### src/include/mbox_defines.svh
// mailbox defines: bus widths, FIFO depth, register count and marker read words
`ifndef MBOX_DEFINES_SVH
`define MBOX_DEFINES_SVH

// bus geometry
`define MBOX_DATA_W   32      // data bus width
`define MBOX_ADDR_W   8       // byte address width, one small space per port

// mailbox FIFO sizing
`define MBOX_DEPTH    4       // entries per direction
`define MBOX_USAGE_W  3       // fill count 0..MBOX_DEPTH

// register map
`define MBOX_NUM_REGS 10      // MBOXW .. CTRL

// marker words returned on special reads
`define MBOX_RD_WO    32'hFEEDC0DE  // read of write-only MBOXW
`define MBOX_RD_EMPTY 32'hFEEDDEAD  // read of MBOXR while empty

`endif

### src/design/mbox_pkg.sv
// mailbox package: register and response encodings plus the lite bus request/response structs
`include "mbox_defines.svh"

package mbox_pkg;

  // -------------------------------------------------------------------------
  // register indices, address bits [5:2]
  typedef enum logic [3:0] {
    MBOXW  = 4'd0,  // push into outgoing FIFO
    MBOXR  = 4'd1,  // pop from incoming FIFO
    STATUS = 4'd2,  // empty / full / threshold flags
    ERROR  = 4'd3,  // sticky error flags, clear on read
    WIRQT  = 4'd4,  // write fill threshold
    RIRQT  = 4'd5,  // read fill threshold
    IRQS   = 4'd6,  // irq status, write one to clear
    IRQEN  = 4'd7,  // irq enable mask
    IRQP   = 4'd8,  // irq pending (status & enable)
    CTRL   = 4'd9   // flush controls
  } reg_e;

  // response codes as on AXI-Lite
  typedef enum logic [1:0] {
    RESP_OKAY   = 2'd0,
    RESP_SLVERR = 2'd2
  } resp_e;

  typedef logic [`MBOX_DATA_W-1:0]  data_t;
  typedef logic [`MBOX_ADDR_W-1:0]  addr_t;
  typedef logic [`MBOX_USAGE_W-1:0] usage_t;

  // -------------------------------------------------------------------------
  // master -> slave
  typedef struct packed {
    logic  aw_valid;
    addr_t aw_addr;
    logic  w_valid;
    data_t w_data;   // always a full word, no strobes
    logic  b_ready;
    logic  ar_valid;
    addr_t ar_addr;
    logic  r_ready;
  } lite_req_t;

  // slave -> master
  typedef struct packed {
    logic  aw_ready;
    logic  w_ready;
    logic  b_valid;
    resp_e b_resp;
    logic  ar_ready;
    logic  r_valid;
    data_t r_data;
    resp_e r_resp;
  } lite_rsp_t;

endpackage

### src/design/mbox_fifo.sv
// mailbox FIFO: one-direction circular buffer with flush and fill count
`timescale 1ns/1ps
`include "mbox_defines.svh"

module mbox_fifo (
  input  logic                     clk_i,
  input  logic                     rst_n_i,
  input  logic                     flush_i,  // drop all entries, wins over push/pop
  input  logic                     push_i,   // never asserted while full
  input  logic [`MBOX_DATA_W-1:0]  data_i,
  input  logic                     pop_i,    // never asserted while empty
  output logic [`MBOX_DATA_W-1:0]  data_o,   // oldest entry
  output logic [`MBOX_USAGE_W-1:0] usage_o   // number of stored words
);

  localparam int PTR_W = $clog2(`MBOX_DEPTH);

  logic [`MBOX_DATA_W-1:0]  mem [`MBOX_DEPTH];
  logic [PTR_W-1:0]         wr_ptr;
  logic [PTR_W-1:0]         rd_ptr;
  logic [`MBOX_USAGE_W-1:0] count;

  // wrap at depth, also for non power of two sizes
  function automatic logic [PTR_W-1:0] next_ptr(input logic [PTR_W-1:0] ptr);
    next_ptr = (ptr == PTR_W'(`MBOX_DEPTH - 1)) ? '0 : ptr + 1'b1;
  endfunction

  // pointers and fill count
  always_ff @(posedge clk_i or negedge rst_n_i) begin
    if (!rst_n_i) begin
      wr_ptr <= '0;
      rd_ptr <= '0;
      count  <= '0;
    end else if (flush_i) begin
      wr_ptr <= '0;
      rd_ptr <= '0;
      count  <= '0;
    end else begin
      if (push_i) wr_ptr <= next_ptr(wr_ptr);
      if (pop_i)  rd_ptr <= next_ptr(rd_ptr);
      case ({push_i, pop_i})
        2'b10:   count <= count + 1'b1;  // push only
        2'b01:   count <= count - 1'b1;  // pop only
        default: count <= count;         // none, or both at once
      endcase
    end
  end

  // storage
  always_ff @(posedge clk_i) begin
    if (push_i && !flush_i) mem[wr_ptr] <= data_i;
  end

  assign data_o  = mem[rd_ptr];
  assign usage_o = count;

endmodule

### src/design/mbox_port_regs.sv
// mailbox port: lite slave decoder, register file, irq logic and registered B/R responses
`timescale 1ns/1ps
`include "mbox_defines.svh"

module mbox_port_regs import mbox_pkg::*; (
  input  logic      clk_i,
  input  logic      rst_n_i,
  input  lite_req_t req_i,
  output lite_rsp_t rsp_o,
  input  data_t     r_data_i,   // head of incoming FIFO
  input  usage_t    w_usage_i,  // fill of outgoing FIFO
  input  usage_t    r_usage_i,  // fill of incoming FIFO
  output logic      w_push_o,
  output data_t     w_data_o,
  output logic      w_flush_o,
  output logic      r_pop_o,
  output logic      r_flush_o,
  output logic      irq_o       // active high level
);

  // -------------------------------------------------------------------------
  // register state
  logic [1:0] error_q, error_d;  // [0] read empty, [1] write full
  usage_t     wirqt_q, wirqt_d;
  usage_t     rirqt_q, rirqt_d;
  logic [2:0] irqs_q,  irqs_d;   // [0] write thr, [1] read thr, [2] error
  logic [2:0] irqen_q, irqen_d;
  logic [2:0] irqp;
  logic [3:0] status;
  logic [1:0] err_set;           // error events this cycle
  logic       w_full, r_empty;

  // response slots
  logic  b_valid_q, r_valid_q;
  resp_e b_resp_q,  b_resp_d;
  resp_e r_resp_q,  r_resp_d;
  data_t r_data_q,  r_data_d;
  logic  wr_acc, rd_acc;
  logic  w_dec_ok, r_dec_ok;

  // word aligned, index in range, upper bits zero
  function automatic logic dec_ok(input addr_t addr);
    dec_ok = (addr[5:2] < `MBOX_NUM_REGS) && (addr[1:0] == 2'b00) &&
             (addr[`MBOX_ADDR_W-1:6] == '0);
  endfunction

  // thresholds saturate at depth - 1 so the irq can still fire when full
  function automatic usage_t clamp_thr(input data_t val);
    if (val >= data_t'(`MBOX_DEPTH)) clamp_thr = usage_t'(`MBOX_DEPTH - 1);
    else                             clamp_thr = val[`MBOX_USAGE_W-1:0];
  endfunction

  assign w_full  = (w_usage_i == usage_t'(`MBOX_DEPTH));
  assign r_empty = (r_usage_i == '0);
  assign status  = {r_usage_i > rirqt_q, w_usage_i > wirqt_q, w_full, r_empty};
  assign irqp    = irqs_q & irqen_q;
  assign irq_o   = |irqp;

  // a slot is free when empty or drained in this cycle
  assign wr_acc   = req_i.aw_valid && req_i.w_valid && (!b_valid_q || req_i.b_ready);
  assign rd_acc   = req_i.ar_valid && (!r_valid_q || req_i.r_ready);
  assign w_dec_ok = dec_ok(req_i.aw_addr);
  assign r_dec_ok = dec_ok(req_i.ar_addr);
  assign w_data_o = req_i.w_data;

  // -------------------------------------------------------------------------
  // register access, read and write share one block for the error/irqs merge
  always_comb begin
    error_d   = error_q;
    wirqt_d   = wirqt_q;
    rirqt_d   = rirqt_q;
    irqs_d    = irqs_q;
    irqen_d   = irqen_q;
    err_set   = 2'b00;
    w_push_o  = 1'b0;
    w_flush_o = 1'b0;
    r_pop_o   = 1'b0;
    r_flush_o = 1'b0;
    b_resp_d  = RESP_SLVERR;  // unmapped or read only
    r_resp_d  = RESP_SLVERR;
    r_data_d  = '0;

    // read side
    if (rd_acc && r_dec_ok) begin
      r_resp_d = RESP_OKAY;
      unique case (reg_e'(req_i.ar_addr[5:2]))
        MBOXW:  r_data_d = `MBOX_RD_WO;
        MBOXR: begin
          if (!r_empty) begin
            r_data_d = r_data_i;
            r_pop_o  = 1'b1;
          end else begin
            r_data_d   = `MBOX_RD_EMPTY;
            r_resp_d   = RESP_SLVERR;
            err_set[0] = 1'b1;
          end
        end
        STATUS: r_data_d = data_t'(status);
        ERROR: begin
          r_data_d = data_t'(error_q);
          error_d  = '0;                  // clear on read
        end
        WIRQT:  r_data_d = data_t'(wirqt_q);
        RIRQT:  r_data_d = data_t'(rirqt_q);
        IRQS:   r_data_d = data_t'(irqs_q);
        IRQEN:  r_data_d = data_t'(irqen_q);
        IRQP:   r_data_d = data_t'(irqp);
        CTRL:   r_data_d = '0;            // flush bits are pulses
        default: r_resp_d = RESP_SLVERR;
      endcase
    end

    // write side
    if (wr_acc && w_dec_ok) begin
      unique case (reg_e'(req_i.aw_addr[5:2]))
        MBOXW: begin
          if (!w_full) begin
            w_push_o = 1'b1;
            b_resp_d = RESP_OKAY;
          end else begin
            err_set[1] = 1'b1;            // dropped word, SLVERR stays
          end
        end
        WIRQT: begin
          wirqt_d  = clamp_thr(req_i.w_data);
          b_resp_d = RESP_OKAY;
        end
        RIRQT: begin
          rirqt_d  = clamp_thr(req_i.w_data);
          b_resp_d = RESP_OKAY;
        end
        IRQS: begin
          irqs_d   = irqs_q & ~req_i.w_data[2:0];  // write one to clear
          b_resp_d = RESP_OKAY;
        end
        IRQEN: begin
          irqen_d  = req_i.w_data[2:0];
          b_resp_d = RESP_OKAY;
        end
        CTRL: begin
          w_flush_o = req_i.w_data[0];
          r_flush_o = req_i.w_data[1];
          b_resp_d  = RESP_OKAY;
        end
        default: b_resp_d = RESP_SLVERR;  // MBOXR, STATUS, ERROR, IRQP
      endcase
    end

    // new events beat a clear in the same cycle
    error_d = error_d | err_set;
    irqs_d  = irqs_d | {|err_set, status[3], status[2]};
  end

  // -------------------------------------------------------------------------
  // control state
  always_ff @(posedge clk_i or negedge rst_n_i) begin
    if (!rst_n_i) begin
      error_q   <= '0;
      wirqt_q   <= '0;
      rirqt_q   <= '0;
      irqs_q    <= '0;
      irqen_q   <= '0;
      b_valid_q <= 1'b0;
      r_valid_q <= 1'b0;
    end else begin
      error_q <= error_d;
      wirqt_q <= wirqt_d;
      rirqt_q <= rirqt_d;
      irqs_q  <= irqs_d;
      irqen_q <= irqen_d;
      if (wr_acc)             b_valid_q <= 1'b1;
      else if (req_i.b_ready) b_valid_q <= 1'b0;
      if (rd_acc)             r_valid_q <= 1'b1;
      else if (req_i.r_ready) r_valid_q <= 1'b0;
    end
  end

  // response payload, only meaningful while valid
  always_ff @(posedge clk_i) begin
    if (wr_acc) b_resp_q <= b_resp_d;
    if (rd_acc) begin
      r_resp_q <= r_resp_d;
      r_data_q <= r_data_d;
    end
  end

  assign rsp_o.aw_ready = wr_acc;
  assign rsp_o.w_ready  = wr_acc;
  assign rsp_o.b_valid  = b_valid_q;
  assign rsp_o.b_resp   = b_resp_q;
  assign rsp_o.ar_ready = rd_acc;
  assign rsp_o.r_valid  = r_valid_q;
  assign rsp_o.r_data   = r_data_q;
  assign rsp_o.r_resp   = r_resp_q;

endmodule

### src/design/mbox_top.sv
// mailbox top: two lite slave ports cross-connected through two mailbox FIFOs
`timescale 1ns/1ps
`include "mbox_defines.svh"

module mbox_top import mbox_pkg::*; (
  input  logic            clk_i,
  input  logic            rst_n_i,
  input  lite_req_t [1:0] req_i,   // index is port
  output lite_rsp_t [1:0] rsp_o,
  output logic      [1:0] irq_o    // one level irq per port
);

  // -------------------------------------------------------------------------
  // per port fifo controls, index is port
  logic  [1:0] w_push, w_flush, r_pop, r_flush;
  data_t [1:0] w_data, r_data;
  usage_t      usage_a2b, usage_b2a;  // a2b: port 0 -> port 1

  mbox_port_regs u_port0 (
    .clk_i     ( clk_i      ),
    .rst_n_i   ( rst_n_i    ),
    .req_i     ( req_i[0]   ),
    .rsp_o     ( rsp_o[0]   ),
    .r_data_i  ( r_data[0]  ),
    .w_usage_i ( usage_a2b  ),  // writes into a2b
    .r_usage_i ( usage_b2a  ),  // reads out of b2a
    .w_push_o  ( w_push[0]  ),
    .w_data_o  ( w_data[0]  ),
    .w_flush_o ( w_flush[0] ),
    .r_pop_o   ( r_pop[0]   ),
    .r_flush_o ( r_flush[0] ),
    .irq_o     ( irq_o[0]   )
  );

  mbox_port_regs u_port1 (
    .clk_i     ( clk_i      ),
    .rst_n_i   ( rst_n_i    ),
    .req_i     ( req_i[1]   ),
    .rsp_o     ( rsp_o[1]   ),
    .r_data_i  ( r_data[1]  ),
    .w_usage_i ( usage_b2a  ),
    .r_usage_i ( usage_a2b  ),
    .w_push_o  ( w_push[1]  ),
    .w_data_o  ( w_data[1]  ),
    .w_flush_o ( w_flush[1] ),
    .r_pop_o   ( r_pop[1]   ),
    .r_flush_o ( r_flush[1] ),
    .irq_o     ( irq_o[1]   )
  );

  // either end may flush a direction
  mbox_fifo u_fifo_a2b (
    .clk_i   ( clk_i                     ),
    .rst_n_i ( rst_n_i                   ),
    .flush_i ( w_flush[0] | r_flush[1]   ),
    .push_i  ( w_push[0]                 ),
    .data_i  ( w_data[0]                 ),
    .pop_i   ( r_pop[1]                  ),
    .data_o  ( r_data[1]                 ),
    .usage_o ( usage_a2b                 )
  );

  mbox_fifo u_fifo_b2a (
    .clk_i   ( clk_i                     ),
    .rst_n_i ( rst_n_i                   ),
    .flush_i ( w_flush[1] | r_flush[0]   ),
    .push_i  ( w_push[1]                 ),
    .data_i  ( w_data[1]                 ),
    .pop_i   ( r_pop[0]                  ),
    .data_o  ( r_data[0]                 ),
    .usage_o ( usage_b2a                 )
  );

endmodule

### config.mk
export PLATFORM = sky130hd
export DESIGN_NAME = mbox_top
export DESIGN_NICKNAME = d
export VERILOG_FILES = /design/src/design/mbox_pkg.sv /design/src/design/mbox_fifo.sv /design/src/design/mbox_port_regs.sv /design/src/design/mbox_top.sv
export VERILOG_INCLUDE_DIRS = /design/src /design/src/include
export SDC_FILE = /design/constraint.sdc
export NUM_CORES = 1
export LEC_CHECK = 0
export ABC_AREA = 1
export BUFFER_PORTS_ARGS = -buffer_cell sky130_fd_sc_hd__buf_4
export CAP_MARGIN = 20
export CORE_MARGIN = 2
export CORE_UTILIZATION = 53
export DETAILED_ROUTE_END_ITERATION = 12
export PLACE_DENSITY = 0.77
export SYNTH_ARGS = -nofsm -noshare
export SYNTH_HDL_FRONTEND = slang
export SYNTH_SLANG_ARGS = --single-unit
export TNS_END_PERCENT = 30
### constraint.sdc
create_clock -name clk_i -period 2.85 [get_ports clk_i]
set_input_delay 0.285 -clock clk_i [delete_from_list [all_inputs] [get_ports clk_i]]
set_output_delay 0.285 -clock clk_i [all_outputs]
set_load 0.01 [all_outputs]
* Yosys cells after proc, flatten, opt, wreduce, memory -nomap -nowiden
Memory sizes are Yosys's and may differ from the RTL's. Index checks and enable logic that the tools add are counted.
Word-level totals: register bits 118, bits in latches 0, bits in writable memories 256, memory bits (read-only) 0, output and inout port bits 84, word-level logic and storage cells 246, memories 2
Operators by class: $add $sub $neg 8, multiply operators 0, divide/modulo/power cells 0, order comparisons 10, eq/ne operators 38, shift operators 0, muxes and demuxes 82, bitwise gates (word level) 12, reductions and logical operators 68
Memory list:
- u_fifo_a2b.mem | depth 4, bits a word 32, rd ports 1, clocked after memory_dff 0, write ports 1, RTL line mbox_fifo.sv:18 | logic [`MBOX_DATA_W-1:0] mem [`MBOX_DEPTH];
- u_fifo_b2a.mem | depth 4, bits a word 32, rd ports 1, clocked after memory_dff 0, write ports 1, RTL line mbox_fifo.sv:18
Operator list (count):
- $pmux 32 s9 | 2
- $eq 4x3->1 const B | 16
- $ge 32x3->1 const B | 2
- $mux 32 | 2
- $mux 1 | 44
- $mux 2 | 20
- $eq 4x4->1 const B | 6
- $mux 3 | 8
- $logic_and 1x1->1 | 20
- $reduce_or 9->1 | 2
- $eq 4x2->1 const B | 4
- $logic_not 2->1 | 8
- $logic_not 4->1 | 4
- $lt 4x4->1 const B | 4
- $pmux 2 s2 | 4
- $reduce_bool 2->1 | 8
- $and 3x3->3 | 4
- $eq 2x2->1 const B | 6
- $gt 3x3->1 | 4
- $pmux 3 s2 | 2
- $reduce_and 2->1 | 6
- $reduce_or 5->1 | 2
- $add 2x1->2 const B | 4
- $eq 4x1->1 const B | 2
- 14 further kinds | 34

* Depth between registers and ports, before layout
Gate-level depths: netlist (run 1).
word-level depth 10, mapped depth 14

* Hierarchy
From an unflattened synthesis (run 1), not the netlist that was laid out.
Second synthesis, totals: cell total of the unflattened synthesis 1537, area, all modules 16751.1 µm²
By module, submodules not included:
- mbox_fifo | times used 2, cells an instance 371, area an instance 5192.5 µm²
- mbox_port_regs at u_port1 | times used 1, cells an instance 393, area an instance 3183.1 µm²
- mbox_port_regs at u_port0 | times used 1, cells an instance 396, area an instance 3160.5 µm²
- mbox_top | times used 1, cells an instance 6, area an instance 22.5 µm²

* Worst setup path before layout (run 1)
No wires, ideal clock.
kind reg2reg, start reg u_port0.b_valid_q, end mem u_fifo_a2b.mem[0][0] in the netlist's numbering, enable pin, library setup time 0.421 ns, arrival 2.425 ns, setup slack 0.004 ns, cell stages (with the launch flop) 8, buffers on the path 0, clock period less this slack 2.846 ns, path through dfrtp_1 -> nand2_1 -> nand2_1 -> nor2_2 -> nand2_1 -> nor2_2 -> nand3_1 -> nor2_1
Between the ends: longest elaborated chain between the ends 10
Ends and longest elaborated chain:
- start: declaration | RTL line mbox_port_regs.sv:34 | logic b_valid_q, r_valid_q;
- start signal: assignment | RTL line mbox_port_regs.sv:163 | b_valid_q <= 1'b0;
- start signal: assignment | RTL line mbox_port_regs.sv:171 | if (wr_acc) b_valid_q <= 1'b1;
- start signal: assignment | RTL line mbox_port_regs.sv:172 | else if (req_i.b_ready) b_valid_q <= 1'b0;
- $logic_not 1->1 (*) | RTL line mbox_port_regs.sv:60 | assign wr_acc = req_i.aw_valid && req_i.w_valid && (!b_valid_q || req_i.b_ready);
- $logic_or 1x1->1 (*) | RTL line mbox_port_regs.sv:60
- $logic_and 1x1->1 (*) | RTL line mbox_port_regs.sv:60
- $logic_and 1x1->1 (*) | RTL line mbox_port_regs.sv:114 | if (wr_acc && w_dec_ok) begin
- $mux 1 | RTL line mbox_port_regs.sv:114
- $or 1x1->1 | RTL line mbox_top.sv:55 | .flush_i ( w_flush[0] | r_flush[1] ),
- $logic_not 1->1 | RTL line mbox_fifo.sv:51 | if (push_i && !flush_i) mem[wr_ptr] <= data_i;
- $logic_and 1x1->1 (*) | RTL line mbox_fifo.sv:51
- $mux 1 (*) | RTL line mbox_fifo.sv:51
- $mux 1 (implied by the code) (*) | RTL line mbox_fifo.sv:51
- end: declaration | RTL line mbox_fifo.sv:18
Every way passes the cells marked *; elsewhere a longest branch is shown, timed or not.

* Final worst setup path (run 1)
start reg u_fifo_b2a.count[1] (netlist: u_fifo_b2a.usage_o[1]), end reg u_fifo_b2a.count[2] (netlist: u_fifo_b2a.usage_o[2])
Between the ends: longest elaborated chain between the ends 7
Ends and longest elaborated chain:
- start: declaration | RTL line mbox_fifo.sv:21 | logic [`MBOX_USAGE_W-1:0] count;
- start signal: assignment | RTL line mbox_fifo.sv:42 | 2'b10: count <= count + 1'b1;
- start signal: assignment | RTL line mbox_fifo.sv:43 | 2'b01: count <= count - 1'b1;
- start signal: assignment | RTL line mbox_fifo.sv:44 | default: count <= count;
- $eq 3x3->1 / $logic_not 3->1 (equally long branches) | RTL line mbox_port_regs.sv:53, mbox_port_regs.sv:54
- $mux 1, on equally long branches | RTL line mbox_port_regs.sv:117, mbox_port_regs.sv:89
- $mux 1, on equally long branches | RTL line mbox_port_regs.sv:115, mbox_port_regs.sv:86
- $mux 1, on equally long branches | RTL line mbox_port_regs.sv:114, mbox_port_regs.sv:84
- $eq 2x1->1 / $eq 2x2->1 (equally long branches) | RTL line mbox_fifo.sv:41 | case ({push_i, pop_i})
- $pmux 3 s2 | RTL line mbox_fifo.sv:41
- $mux 3 | RTL line mbox_fifo.sv:34 | end else if (flush_i) begin
Several ways; a longest one is shown, not always the timed one. A chain may end at the register's enable or synchronous reset.

==> reports/qor.txt, run 1 <==
Root Driver -> clkbuf_16
Worst slew margin -> 44.9%
RD Place Congestion -> 0.921
cells after synthesis -> 1474
Clock Tree Buf Depth -> 3
Max Clock Skew -> 0.0242 ns
Peak VDD IR -> 0.000535 V
Worst-Skew Late Latency -> 0.54 ns
1st-pass router iterations -> 5
DRC viols -> 0
Final Util -> 66.7%
CP cell instances -> nor3_4, nor2_4, nand2_2, inv_1, ha_1, fa_1, o21ai_0, xor2_1, nor2_1
Post-synth ARST share -> 12.4%
Post-DP HPWL -> 25100 µm
EDFF count, synth -> 324
Syn Area/Cell -> 10.9 µm²
CP required -> 3.25 ns
crit path from -> u_fifo_b2a.usage_o[1]
pwr/cell area -> 590 mW/mm²
largest net degree at the start of global routing -> 68
H-tree depth -> 2
Worst Path Buf+Inv -> 1
Synth top area share -> 60.7%
global-route wire length before repair -> 61700 µm
Crit path largest cell delay -> 0.48 ns
Worst Setup Start Kind -> register
Max Freq -> 411 MHz
ANT cells -> 0
GRT Util Overall -> 25.2%
Post-Place Cells -> 2014
Clock Pin Slew Worst Setup and Hold Paths -> 0.06 ns
Die H -> 178 µm
Area Growth Syn to Fin -> 23.7%
reg-to-reg slack, setup -> 0.41 ns
CP endpoint kind -> register
crit path DAT -> 2.83 ns
Slew @ Worst Pin -> 0.827 ns
initial drt markers -> 1046
Crit Reg-Reg Startpoint -> u_fifo_b2a.usage_o[1]
Tmin final -> 2.44 ns
worst min-delay path category -> primary input to register
starting density of the core -> 54.0%
number of global-route vias before repair -> 11676
antenna violations before repair -> 0
Cell Count, Final, Fillers Out -> 2150
met3 usage -> 3.77%
synthesis warning total -> 0
vias per inst -> 5.55
post-route ant nets -> 0
core region area -> 0.0297 mm²
Crit. path cell count -> 9
layout cells sized above 1 -> 17.7%
R2R depth -> 9
Final Instance Area -> 0.0198 mm²
routed wire length -> 40100 µm
CTS tree -> done
post-synth cell types -> 34
max cap viols -> 0
largest fanout on the critical path -> 8
post-cts sizing count -> 0
Synth Flop Type -> edfxtp_1
I/O Pins -> 192
FF-to-FF End -> u_fifo_b2a.usage_o[2]
status -> complete, no violations
Setup Viol. Count Final -> 0
Yosys reg bits -> 370
DR WL/cell -> 18.7 µm
RSZ-0062 raised after global routing -> no
via count -> 11922
post-cts hold buffer count -> 67
P_leak -> 7.94 nW
cell row count -> 63
die width -> 178 µm
crit path kind -> register to register
clock tree sinks -> 370
most frequent cells after synthesis -> edfxtp_1 (324), nor2_1 (276), nand2_1 (256), o21ai_0 (126), inv_1 (107)
remaining global-route overflow -> 0
grt met1 use -> 31.8%
grt peak-use layer -> met2
Final Hold Vio Count -> 0
die area -> 0.0317 mm²
Post-DP Area -> 0.0179 mm²
Num CTS Buffers -> 38
slowest stage cell on the critical path -> dfrtp_1
sequential-to-total area share from yosys stat -> 67.9%
final setup TNS -> 0 ns
crit path capture -> u_fifo_b2a.usage_o[2]
met2 Resource Use GR -> 44.6%
fin crit share -> 85.5%
top-count cell post-synth -> edfxtp_1
Yosys top cell by area -> edfxtp_1
fin. max-slew vios -> 0
Area contributors post-synth -> edfxtp_1 (61%), dfrtp_1 (7.2%), nor2_1 (6.5%)
mapped cell area -> 0.0160 mm²
Port Buffer Count -> 187
Setup Fix Bufs, Post-CTS -> 0
CP top delay family -> simple AND/OR/NAND/NOR gates
Total Nets Final -> 1865
-- layout by cell type (no fill, tap or decap), drive strengths merged, types with 24 or more instances in the layout --
| cell type | instances |
|---|---|
| edfxtp | 324 |
| nor2 | 284 |
| nand2 | 263 |
| buf | 211 |
| o21ai | 136 |
| inv | 118 |
| a21oi | 70 |
| nand3 | 67 |
| dlygate4sd3 | 67 |
| clkbuf | 53 |
| dfrtp | 46 |
| o22ai | 29 |
| ha | 24 |
-- kinds of logic (layout without fill, tap and decap cells) --
kind of cell / Yosys count / in the layout / synth area share, %
compound gates: 244 / 244 / 8.21
xor+xnor: 2 / 2 / 0.109
fa+ha+maj: 26 / 26 / 2.12
buf+inv: 180 / 463 / 4.93
flops: 370 / 370 / 67.9
other cells: 1 / 4 / 0.0234
simple gates: 651 / 651 / 16.8
-- area by class of cell --
| class | instances | area [µm²] |
|---|---|---|
| sequential | 370 | 10900 |
| fill | 2022 | 9890 |
| multi-input combinational | 927 | 4400 |
| timing repair buffer | 278 | 2350 |
| clock buffer | 53 | 1050 |
| tap | 390 | 488 |
| inverter | 116 | 435 |
| clock inverter | 16 | 225 |
-- state kept, by name (all words and copies together), names as in the netlist, 3 cells and up --
signal,flops
u_port1.irqen_q,3
u_port0.wirqt_q,3
u_port1.r_data_q,32
u_fifo_a2b.usage_o,3
u_port0.r_data_q,32
u_port1.irqs_q,3
u_port0.irqen_q,3
u_port0.irqs_q,3
u_fifo_b2a.usage_o,3
u_port1.rirqt_q,3
u_fifo_a2b.mem,128
u_port1.wirqt_q,3
u_port0.rirqt_q,3
u_fifo_b2a.mem,128
-- how the worst min path moves through the flow --
stage	from	cells past startpoint	slack (ns)	end
3_5_place_dp	rst_n_i	1	0.36	u_port1.r_valid_q
5_1_grt	req_i[81]	1	0.01	u_fifo_b2a.mem[3][17]
4_1_cts	req_i[64]	1	0.01	u_fifo_b2a.mem[0][0]
6_report	req_i[65]	1	0.02	u_fifo_b2a.mem[0][1]
3_3_place_gp	rst_n_i	1	0.37	u_port0.wirqt_q[2]
2_1_floorplan	rst_n_i	0	-0.01	u_fifo_a2b.rd_ptr[0]
-- power by group --
part | internal [W] | switching, W | leakage [nW]
logic | 0.000279 | 0.000341 | 3.75
registers | 0.00596 | 0.0000318 | 3.57
clock network | 0.00304 | 0.00204 | 0.616
total | 0.00928 | 0.00242 | 7.94
-- per-stage QoR --
stage	setup WS (ns)	hold WS, ns	total power [W]
after CTS	0.412	0.0119	0.0117
final	0.415	0.0213	0.0117
after floorplan	0.00386	-0.0106	0.00631
after global placement	0.495	0.369	0.00662
after detailed placement	0.420	0.362	0.00664
after global routing	0.253	0.0113	0.0120
-- metal layers --
metal / vias to the layer above / share of wire [%]
li1: 5563 / -
met1: 5791 / 39
met2: 492 / 52
met3: 76 / 7.2
met4: 0 / 2.6
met5: - / 0
(Power assumes the default switching activity.)
==> inputs of run 2 (changes only) <==
--- a/config.mk
+++ b/config.mk
@@ -12,6 +12,7 @@
 export CORE_MARGIN = 2
 export CORE_UTILIZATION = 53
 export DETAILED_ROUTE_END_ITERATION = 12
+export GPL_TIMING_DRIVEN = 0
 export PLACE_DENSITY = 0.77
 export SYNTH_ARGS = -nofsm -noshare
 export SYNTH_HDL_FRONTEND = slang
==> run 2 against run 1 <==
  * Clock skew down 0.0053 ns
  * First-iteration DRC count grew 20%
  * Via count increased by 3.3%
  * Highest routed layer unchanged
==> reports/qor.txt, run 2 (same netlist as run 1, synthesis figures left out) <==
Worst slew margin -> 53.6% (+8.7 points)
largest net degree at the start of global routing -> 47 (-31%)
fin crit share -> 91.5% (+6.0 points)
cell row count -> 63 (unchanged)
Clock Tree Buf Depth -> 3 (unchanged)
core region area -> 0.0297 mm² (unchanged)
Worst Setup Start Kind -> primary input
Worst Path Buf+Inv -> 4 (+3)
Regs by FF count -> u_fifo_a2b.mem (128), u_fifo_b2a.mem (128)
die area -> 0.0317 mm² (unchanged)
layout cells sized above 1 -> 19.6% (+1.8 points)
max cap viols -> 0 (unchanged)
post-route ant nets -> 0 (unchanged)
grt peak-use layer -> met2
number of global-route vias before repair -> 12295 (+5.3%)
CP required -> 3.07 ns (-0.18 ns)
Port Buffer Count -> 187 (unchanged)
status -> complete, no violations
initial drt markers -> 1253 (+20%)
1st-pass router iterations -> 7 (+2)
Die H -> 178 µm (unchanged)
Total Nets Final -> 1920 (+2.9%)
met3 usage -> 4.13% (+0.36 points)
crit path kind -> primary input to register
Crit path largest cell delay -> 0.54 ns (+0.06 ns)
RD Place Congestion -> 0.876 (-4.9%)
Final Instance Area -> 0.0202 mm² (+1.8%)
Switching Share -> 20.8% (+0.14 points)
met2 Resource Use GR -> 46.0% (+1.5 points)
via count -> 12315 (+3.3%)
clock tree sinks -> 370 (unchanged)
GRT Util Overall -> 26.4% (+1.1 points)
grt met1 use -> 33.6% (+1.8 points)
starting density of the core -> 54.0% (unchanged)
Max Clock Skew -> 0.0189 ns (-0.00528 ns)
most common cell after layout, fill and taps aside -> edfxtp_1
Tmin final -> 2.61 ns (+0.172 ns)
remaining global-route overflow -> 0 (unchanged)
die width -> 178 µm (unchanged)
Hold Path Depth -> 1 (unchanged)
CP cell instances -> dlygate4sd3_1, buf_4, nand2_1, inv_1, nand2_1, nor2_2, nand2_1, nor2_2, nand3_2, nor2_4, buf_16
DR WL/cell -> 19.0 µm (+1.6%)
global-route wire length before repair -> 64200 µm (+4.0%)
CP endpoint kind -> register
Cell Count, Final, Fillers Out -> 2206 (+2.6%)
R2R depth -> 10 (+1)
worst min-delay path category -> primary input to register
I/O Pins -> 192 (unchanged)
RSZ-0062 raised after global routing -> no
Peak VDD IR -> 0.000478 V (-11%)
CP top delay family -> simple AND/OR/NAND/NOR gates
Post-DP Area -> 0.0182 mm² (+2.0%)
CTS tree -> done
FILL cells -> 2037 (+0.74%)
P_sw -> 0.00238 W (-1.5%)
Slew @ Worst Pin -> 0.696 ns (-0.131 ns)
Final Hold Vio Count -> 0 (unchanged)
Max Freq -> 384 MHz (-6.6%)
routed wire length -> 41800 µm (+4.2%)
slowest stage cell on the critical path -> dlygate4sd3_1
crit path DAT -> 2.83 ns (about the same)
Area Growth Syn to Fin -> 25.8%
Most common cell on crit path -> nand2_1
antenna violations before repair -> 2 (+2)
pwr/cell area -> 567 mW/mm² (-3.8%)
H-tree depth -> 2 (unchanged)
Root Driver -> clkbuf_16
P_leak -> 8.15 nW (+2.6%)
DRC viols -> 0 (unchanged)
largest fanout on the critical path -> 19 (+11)
final setup TNS -> 0 ns (unchanged)
most frequent cells in the layout -> edfxtp_1 (324), nor2_1 (268), nand2_1 (256)
reg-to-reg slack, setup -> 0.25 ns (-0.16 ns)
Crit. path cell count -> 11 (+2)
vias per inst -> 5.58 (+0.67%)
Post-DP HPWL -> 27200 µm (+8.6%)
Seq pwr share -> 52.3% (+1.1 points)
Worst-Skew Late Latency -> 0.52 ns (-0.02 ns)
Pint -> 0.00907 W (-2.3%)
Clock power frac -> 42.0% (-1.5 points)
fin. max-slew vios -> 0 (unchanged)
Post-Place Cells -> 2064 (+2.5%)
Comb power frac -> 5.8% (+0.5 points)
Setup Viol. Count Final -> 0 (unchanged)
Clock Pin Slew Worst Setup and Hold Paths -> 0.06 ns (about the same)
Num CTS Buffers -> 37 (-2.6%)
-- run 2: changes by cell type in the layout (fill, tap and decap cells not counted), sizes merged --
cell,previous run,this run
buf,211,253
clkbuf,53,72
dlygate4sd3,67,62
bufinv,5,1
clkinv,8,10
diode,0,2
clkinvlp,1,2
inv,118,117
-- run 2: path summary, 6_finish.rpt --
path | startpoint | to
worst max-delay path | req_i[43] | u_fifo_a2b.mem[3][23]
worst min-delay path | req_i[88] | u_fifo_b2a.mem[0][24]
worst max register to register | u_fifo_b2a.usage_o[1] | u_fifo_b2a.usage_o[2]
worst min register to register | u_port1.b_valid_q | u_port1.b_valid_q
max in group asynchronous | rst_n_i | u_port1.irqen_q[2]
min in group asynchronous | rst_n_i | u_fifo_a2b.rd_ptr[1]
-- run 2: layer usage --
| layer | wire length, µm | part of all wire, % | vias up |
|---|---|---|---|
| met4 | 1150 | 2.7 | 0 |
| met5 | 0 | 0 | - |
| li1 | - | - | 5669 |
| met2 | 21000 | 50 | 667 |
| met3 | 3620 | 8.7 | 102 |
| met1 | 16100 | 38 | 5877 |
-- run 2: repair_timing --
action | CTS | global route
resized for setup | 0 | 2
buffers inserted | 0 | 11
setup endpoints to repair | 0 | 55
hold buffers | 62 | 0
endpoints found under the hold margin | 273 | 0
-- run 2: power groups by stage --
| stage | registers (W) | clock network, W | logic [W] |
|---|---|---|---|
| 2_1_floorplan | 0.00612 | 0 | 0.000190 |
| 3_3_place_gp | 0.00610 | 0 | 0.000536 |
| 3_5_place_dp | 0.00610 | 0 | 0.000568 |
| 4_1_cts | 0.00599 | 0.00482 | 0.000640 |
| 5_1_grt | 0.00599 | 0.00504 | 0.000717 |
| 6_report | 0.00599 | 0.00480 | 0.000660 |
-- run 2: area by class of cell --
cell class | count | area, µm² | area share (%)
sequential | 370 | 10900 | 53.9
clock buffer | 53 | 1110 | 5.49
antenna | 2 | 5.00 | 0.0248
multi-input combinational | 927 | 4440 | 22.0
inverter | 116 | 439 | 2.18
timing repair buffer | 270 | 2360 | 11.7
buffer | 64 | 355 | 1.76
tap | 390 | 488 | 2.42
clock inverter | 14 | 96.3 | 0.477
-- run 2: per-stage QoR --
| stage | util, % | setup WS, ns | hold WS (ns) | power, W |
|---|---|---|---|---|
| floorplan | - | 0.00386 | -0.0106 | 0.00631 |
| global placement | 60.4 | -1.31 | 0.362 | 0.00664 |
| detailed placement | 61.4 | 0.0243 | 0.364 | 0.00667 |
| CTS | 67.5 | 0.00210 | 0.000915 | 0.0114 |
| global route | 67.9 | 0.0404 | 0.00175 | 0.0117 |
| finish | 67.9 | 0.243 | 0.0140 | 0.0115 |
==> inputs of run 3 (changes only) <==
--- a/config.mk
+++ b/config.mk
@@ -9,7 +9,6 @@
 export ABC_AREA = 1
 export BUFFER_PORTS_ARGS = -buffer_cell sky130_fd_sc_hd__buf_4
 export CAP_MARGIN = 20
-export CORE_MARGIN = 2
 export CORE_UTILIZATION = 53
 export DETAILED_ROUTE_END_ITERATION = 12
 export GPL_TIMING_DRIVEN = 0
==> run 3 against run 2 <==
  * Critical path depth is the same
  * Worst hold slack got worse by 0.0081 ns
  * Highest routed layer unchanged
  * Non-clock buffer count is 9 higher
  * Largest power group unchanged
  * Utilization increased by 0.61 points
  * Critical endpoint is now u_fifo_a2b.mem[0][4]
  * Routed wire length down 1.5%
  * Final cell count grew 0.54%
  * First-iteration DRC count up 3.8%
==> reports/qor.txt, run 3 (same netlist as run 1, synthesis figures left out) <==
CTS tree -> done
Tot Pwr -> 0.0117 W (+2.2%)
largest net degree at the start of global routing -> 47 (unchanged)
Worst slew margin -> 53.4% (-0.20 points)
Clock Tree Buf Depth -> 3 (unchanged)
layout cells sized above 1 -> 19.5% (-0.11 points)
Root Driver -> clkbuf_16
DRC viols -> 0 (unchanged)
DR WL/cell -> 18.6 µm (-2.0%)
Most common cell on crit path -> nand2_1
Comb power frac -> 5.7% (about the same)
Die H -> 176 µm (-1.1%)
antenna violations before repair -> 3 (+1)
Crit path largest cell delay -> 0.54 ns (about the same)
Post-DP Area -> 0.0182 mm² (unchanged)
Max Freq -> 376 MHz (-2.0%)
Clock Pin Slew Worst Setup and Hold Paths -> 0.06 ns (about the same)
CP endpoint kind -> register
die area -> 0.0310 mm² (-2.2%)
number of global-route vias before repair -> 12026 (-2.2%)
CP cell instances -> dlygate4sd3_1, buf_4, nand2_1, inv_1, nand2_1, nor2_2, nand2_1, nor2_2, nand3_1, nor2_4, buf_12
Seq pwr share -> 51.2% (-1.1 points)
die width -> 176 µm (-1.1%)
Switching Share -> 21.3% (+0.46 points)
Max Clock Skew -> 0.0467 ns (+0.0278 ns)
crit path DAT -> 2.88 ns (+0.05 ns)
GRT Util Overall -> 26.6% (+0.28 points)
CP required -> 3.07 ns (about the same)
Cell Count, Final, Fillers Out -> 2218 (+0.54%)
RSZ-0062 raised after global routing -> no
RD Place Congestion -> 0.846 (-3.5%)
Peak VDD IR -> 0.000469 V (-2.0%)
fin. max-slew vios -> 0 (unchanged)
largest fanout on the critical path -> 21 (+2)
Post-DP HPWL -> 26900 µm (-1.2%)
H-tree depth -> 2 (unchanged)
worst min-delay path category -> primary input to register
status -> complete, no violations
clock tree sinks -> 370 (unchanged)
Worst-Skew Late Latency -> 0.56 ns (+0.04 ns)
Clock power frac -> 43.1% (+1.1 points)
routed wire length -> 41200 µm (-1.5%)
global-route wire length before repair -> 63400 µm (-1.2%)
max cap viols -> 0 (unchanged)
initial drt markers -> 1301 (+3.8%)
Total Nets Final -> 1931 (+0.57%)
Area Growth Syn to Fin -> 27.0%
I/O Pins -> 192 (unchanged)
Worst Setup Start Kind -> primary input
via count -> 12285 (-0.24%)
post-route ant nets -> 0 (unchanged)
P_leak -> 8.23 nW (+1.0%)
cell row count -> 63 (unchanged)
Tmin final -> 2.66 ns (+0.0532 ns)
Final Util -> 68.5% (+0.61 points)
FILL cells -> 2003 (-1.7%)
remaining global-route overflow -> 0 (unchanged)
fin crit share -> 93.4% (+1.9 points)
most common cell after layout, fill and taps aside -> edfxtp_1
Num CTS Buffers -> 39 (+5.4%)
P_sw -> 0.00249 W (+4.5%)
Regs by FF count -> u_fifo_a2b.mem (128), u_fifo_b2a.mem (128)
crit path kind -> primary input to register
Post-Place Cells -> 2064 (unchanged)
1st-pass router iterations -> 5 (-2)
Final Hold Vio Count -> 0 (unchanged)
pwr/cell area -> 575 mW/mm² (+1.3%)
core region area -> 0.0297 mm² (unchanged)
most frequent cells in the layout -> edfxtp_1 (324), nor2_1 (268), nand2_1 (255)
starting density of the core -> 54.0% (unchanged)
Final Instance Area -> 0.0204 mm² (+0.89%)
slowest stage cell on the critical path -> dlygate4sd3_1
Port Buffer Count -> 187 (unchanged)
Slew @ Worst Pin -> 0.699 ns (+0.00297 ns)
Setup Viol. Count Final -> 0 (unchanged)
Pint -> 0.00922 W (+1.6%)
vias per inst -> 5.54 (-0.78%)
==> run 3: cell types whose count changed in the layout (fill, tap and decap cells not counted), sizes merged <==
cell,delta
inv,-2
clkinvlp,-1
buf,+1
bufinv,+2
diode,+2
clkbuf,+3
clkinv,-1
dlygate4sd3,+8
==> run 3: power groups by stage <==
stage | clock, W | sequential, W | combinational, W
global placement | 0 | 0.00610 | 0.000535
floorplan | 0 | 0.00612 | 0.000190
CTS | 0.00506 | 0.00599 | 0.000648
finish | 0.00504 | 0.00599 | 0.000672
detailed placement | 0 | 0.00610 | 0.000567
global route | 0.00530 | 0.00599 | 0.000728
==> run 3: final timing paths <==
check / cells after the start / endpoint / slack [ns] / start
min in group asynchronous: 2 / u_fifo_a2b.rd_ptr[0] / 0.33 / rst_n_i
hold / removal: 3 / u_port1.r_valid_q / 0.006 / req_i[62]
hold reg to reg: 2 / u_port0.b_valid_q / 0.50 / u_port0.b_valid_q
setup reg to reg: 8 / u_fifo_a2b.mem[0][4] / 0.23 / u_port0.b_valid_q
max in group asynchronous: 2 / u_port0.b_valid_q / 2.03 / rst_n_i
setup / recovery: 11 / u_fifo_a2b.mem[0][4] / 0.19 / req_i[43]
==> run 3: area by class of cell <==
cell class	count	area, µm²	share of cell area, %
sequential	370	10900	53.4
multi-input combinational	927	4440	21.8
timing repair buffer	279	2460	12.1
clock buffer	56	1080	5.30
tap	390	488	2.40
inverter	116	439	2.16
buffer	64	355	1.75
clock inverter	12	198	0.971
antenna	4	10.0	0.0492
==> run 3: timing repair <==
action | in CTS | in global routing
cloned | 0 | 0
endpoints found under the setup margin | 1 | 36
buffers inserted | 0 | 12
pin swaps | 0 | 3
hold buffers | 69 | 1
gates resized for setup | 1 | 2
endpoints found under the hold margin | 294 | 4
==> run 3: through the flow <==
stage | hold WS, ns | setup slack (ns) | setup TNS (ns)
2_1_floorplan | -0.0106 | 0.00386 | 0
3_3_place_gp | 0.369 | -1.30 | -310.57
3_5_place_dp | 0.361 | -0.0545 | -0.0807
4_1_cts | 0.00330 | 0.0266 | 0
5_1_grt | 0.0143 | 0.0109 | 0
6_report | 0.00592 | 0.189 | 0
==> run 3: per-layer routing <==
layer | global-route usage [%] | up-vias | share of wire, %
li1 | - | 5710 | -
met5 | 0 | - | 0
met4 | 9.57 | 0 | 2.8
met3 | 4.11 | 94 | 8.5
met2 | 45.4 | 612 | 50
met1 | 34.8 | 5869 | 38
==> run 3: worst max-delay path, delay by kind of cell <==
family        cells  cell delay (ns)
buf+inv           4             0.94
simple gates      7             1.63
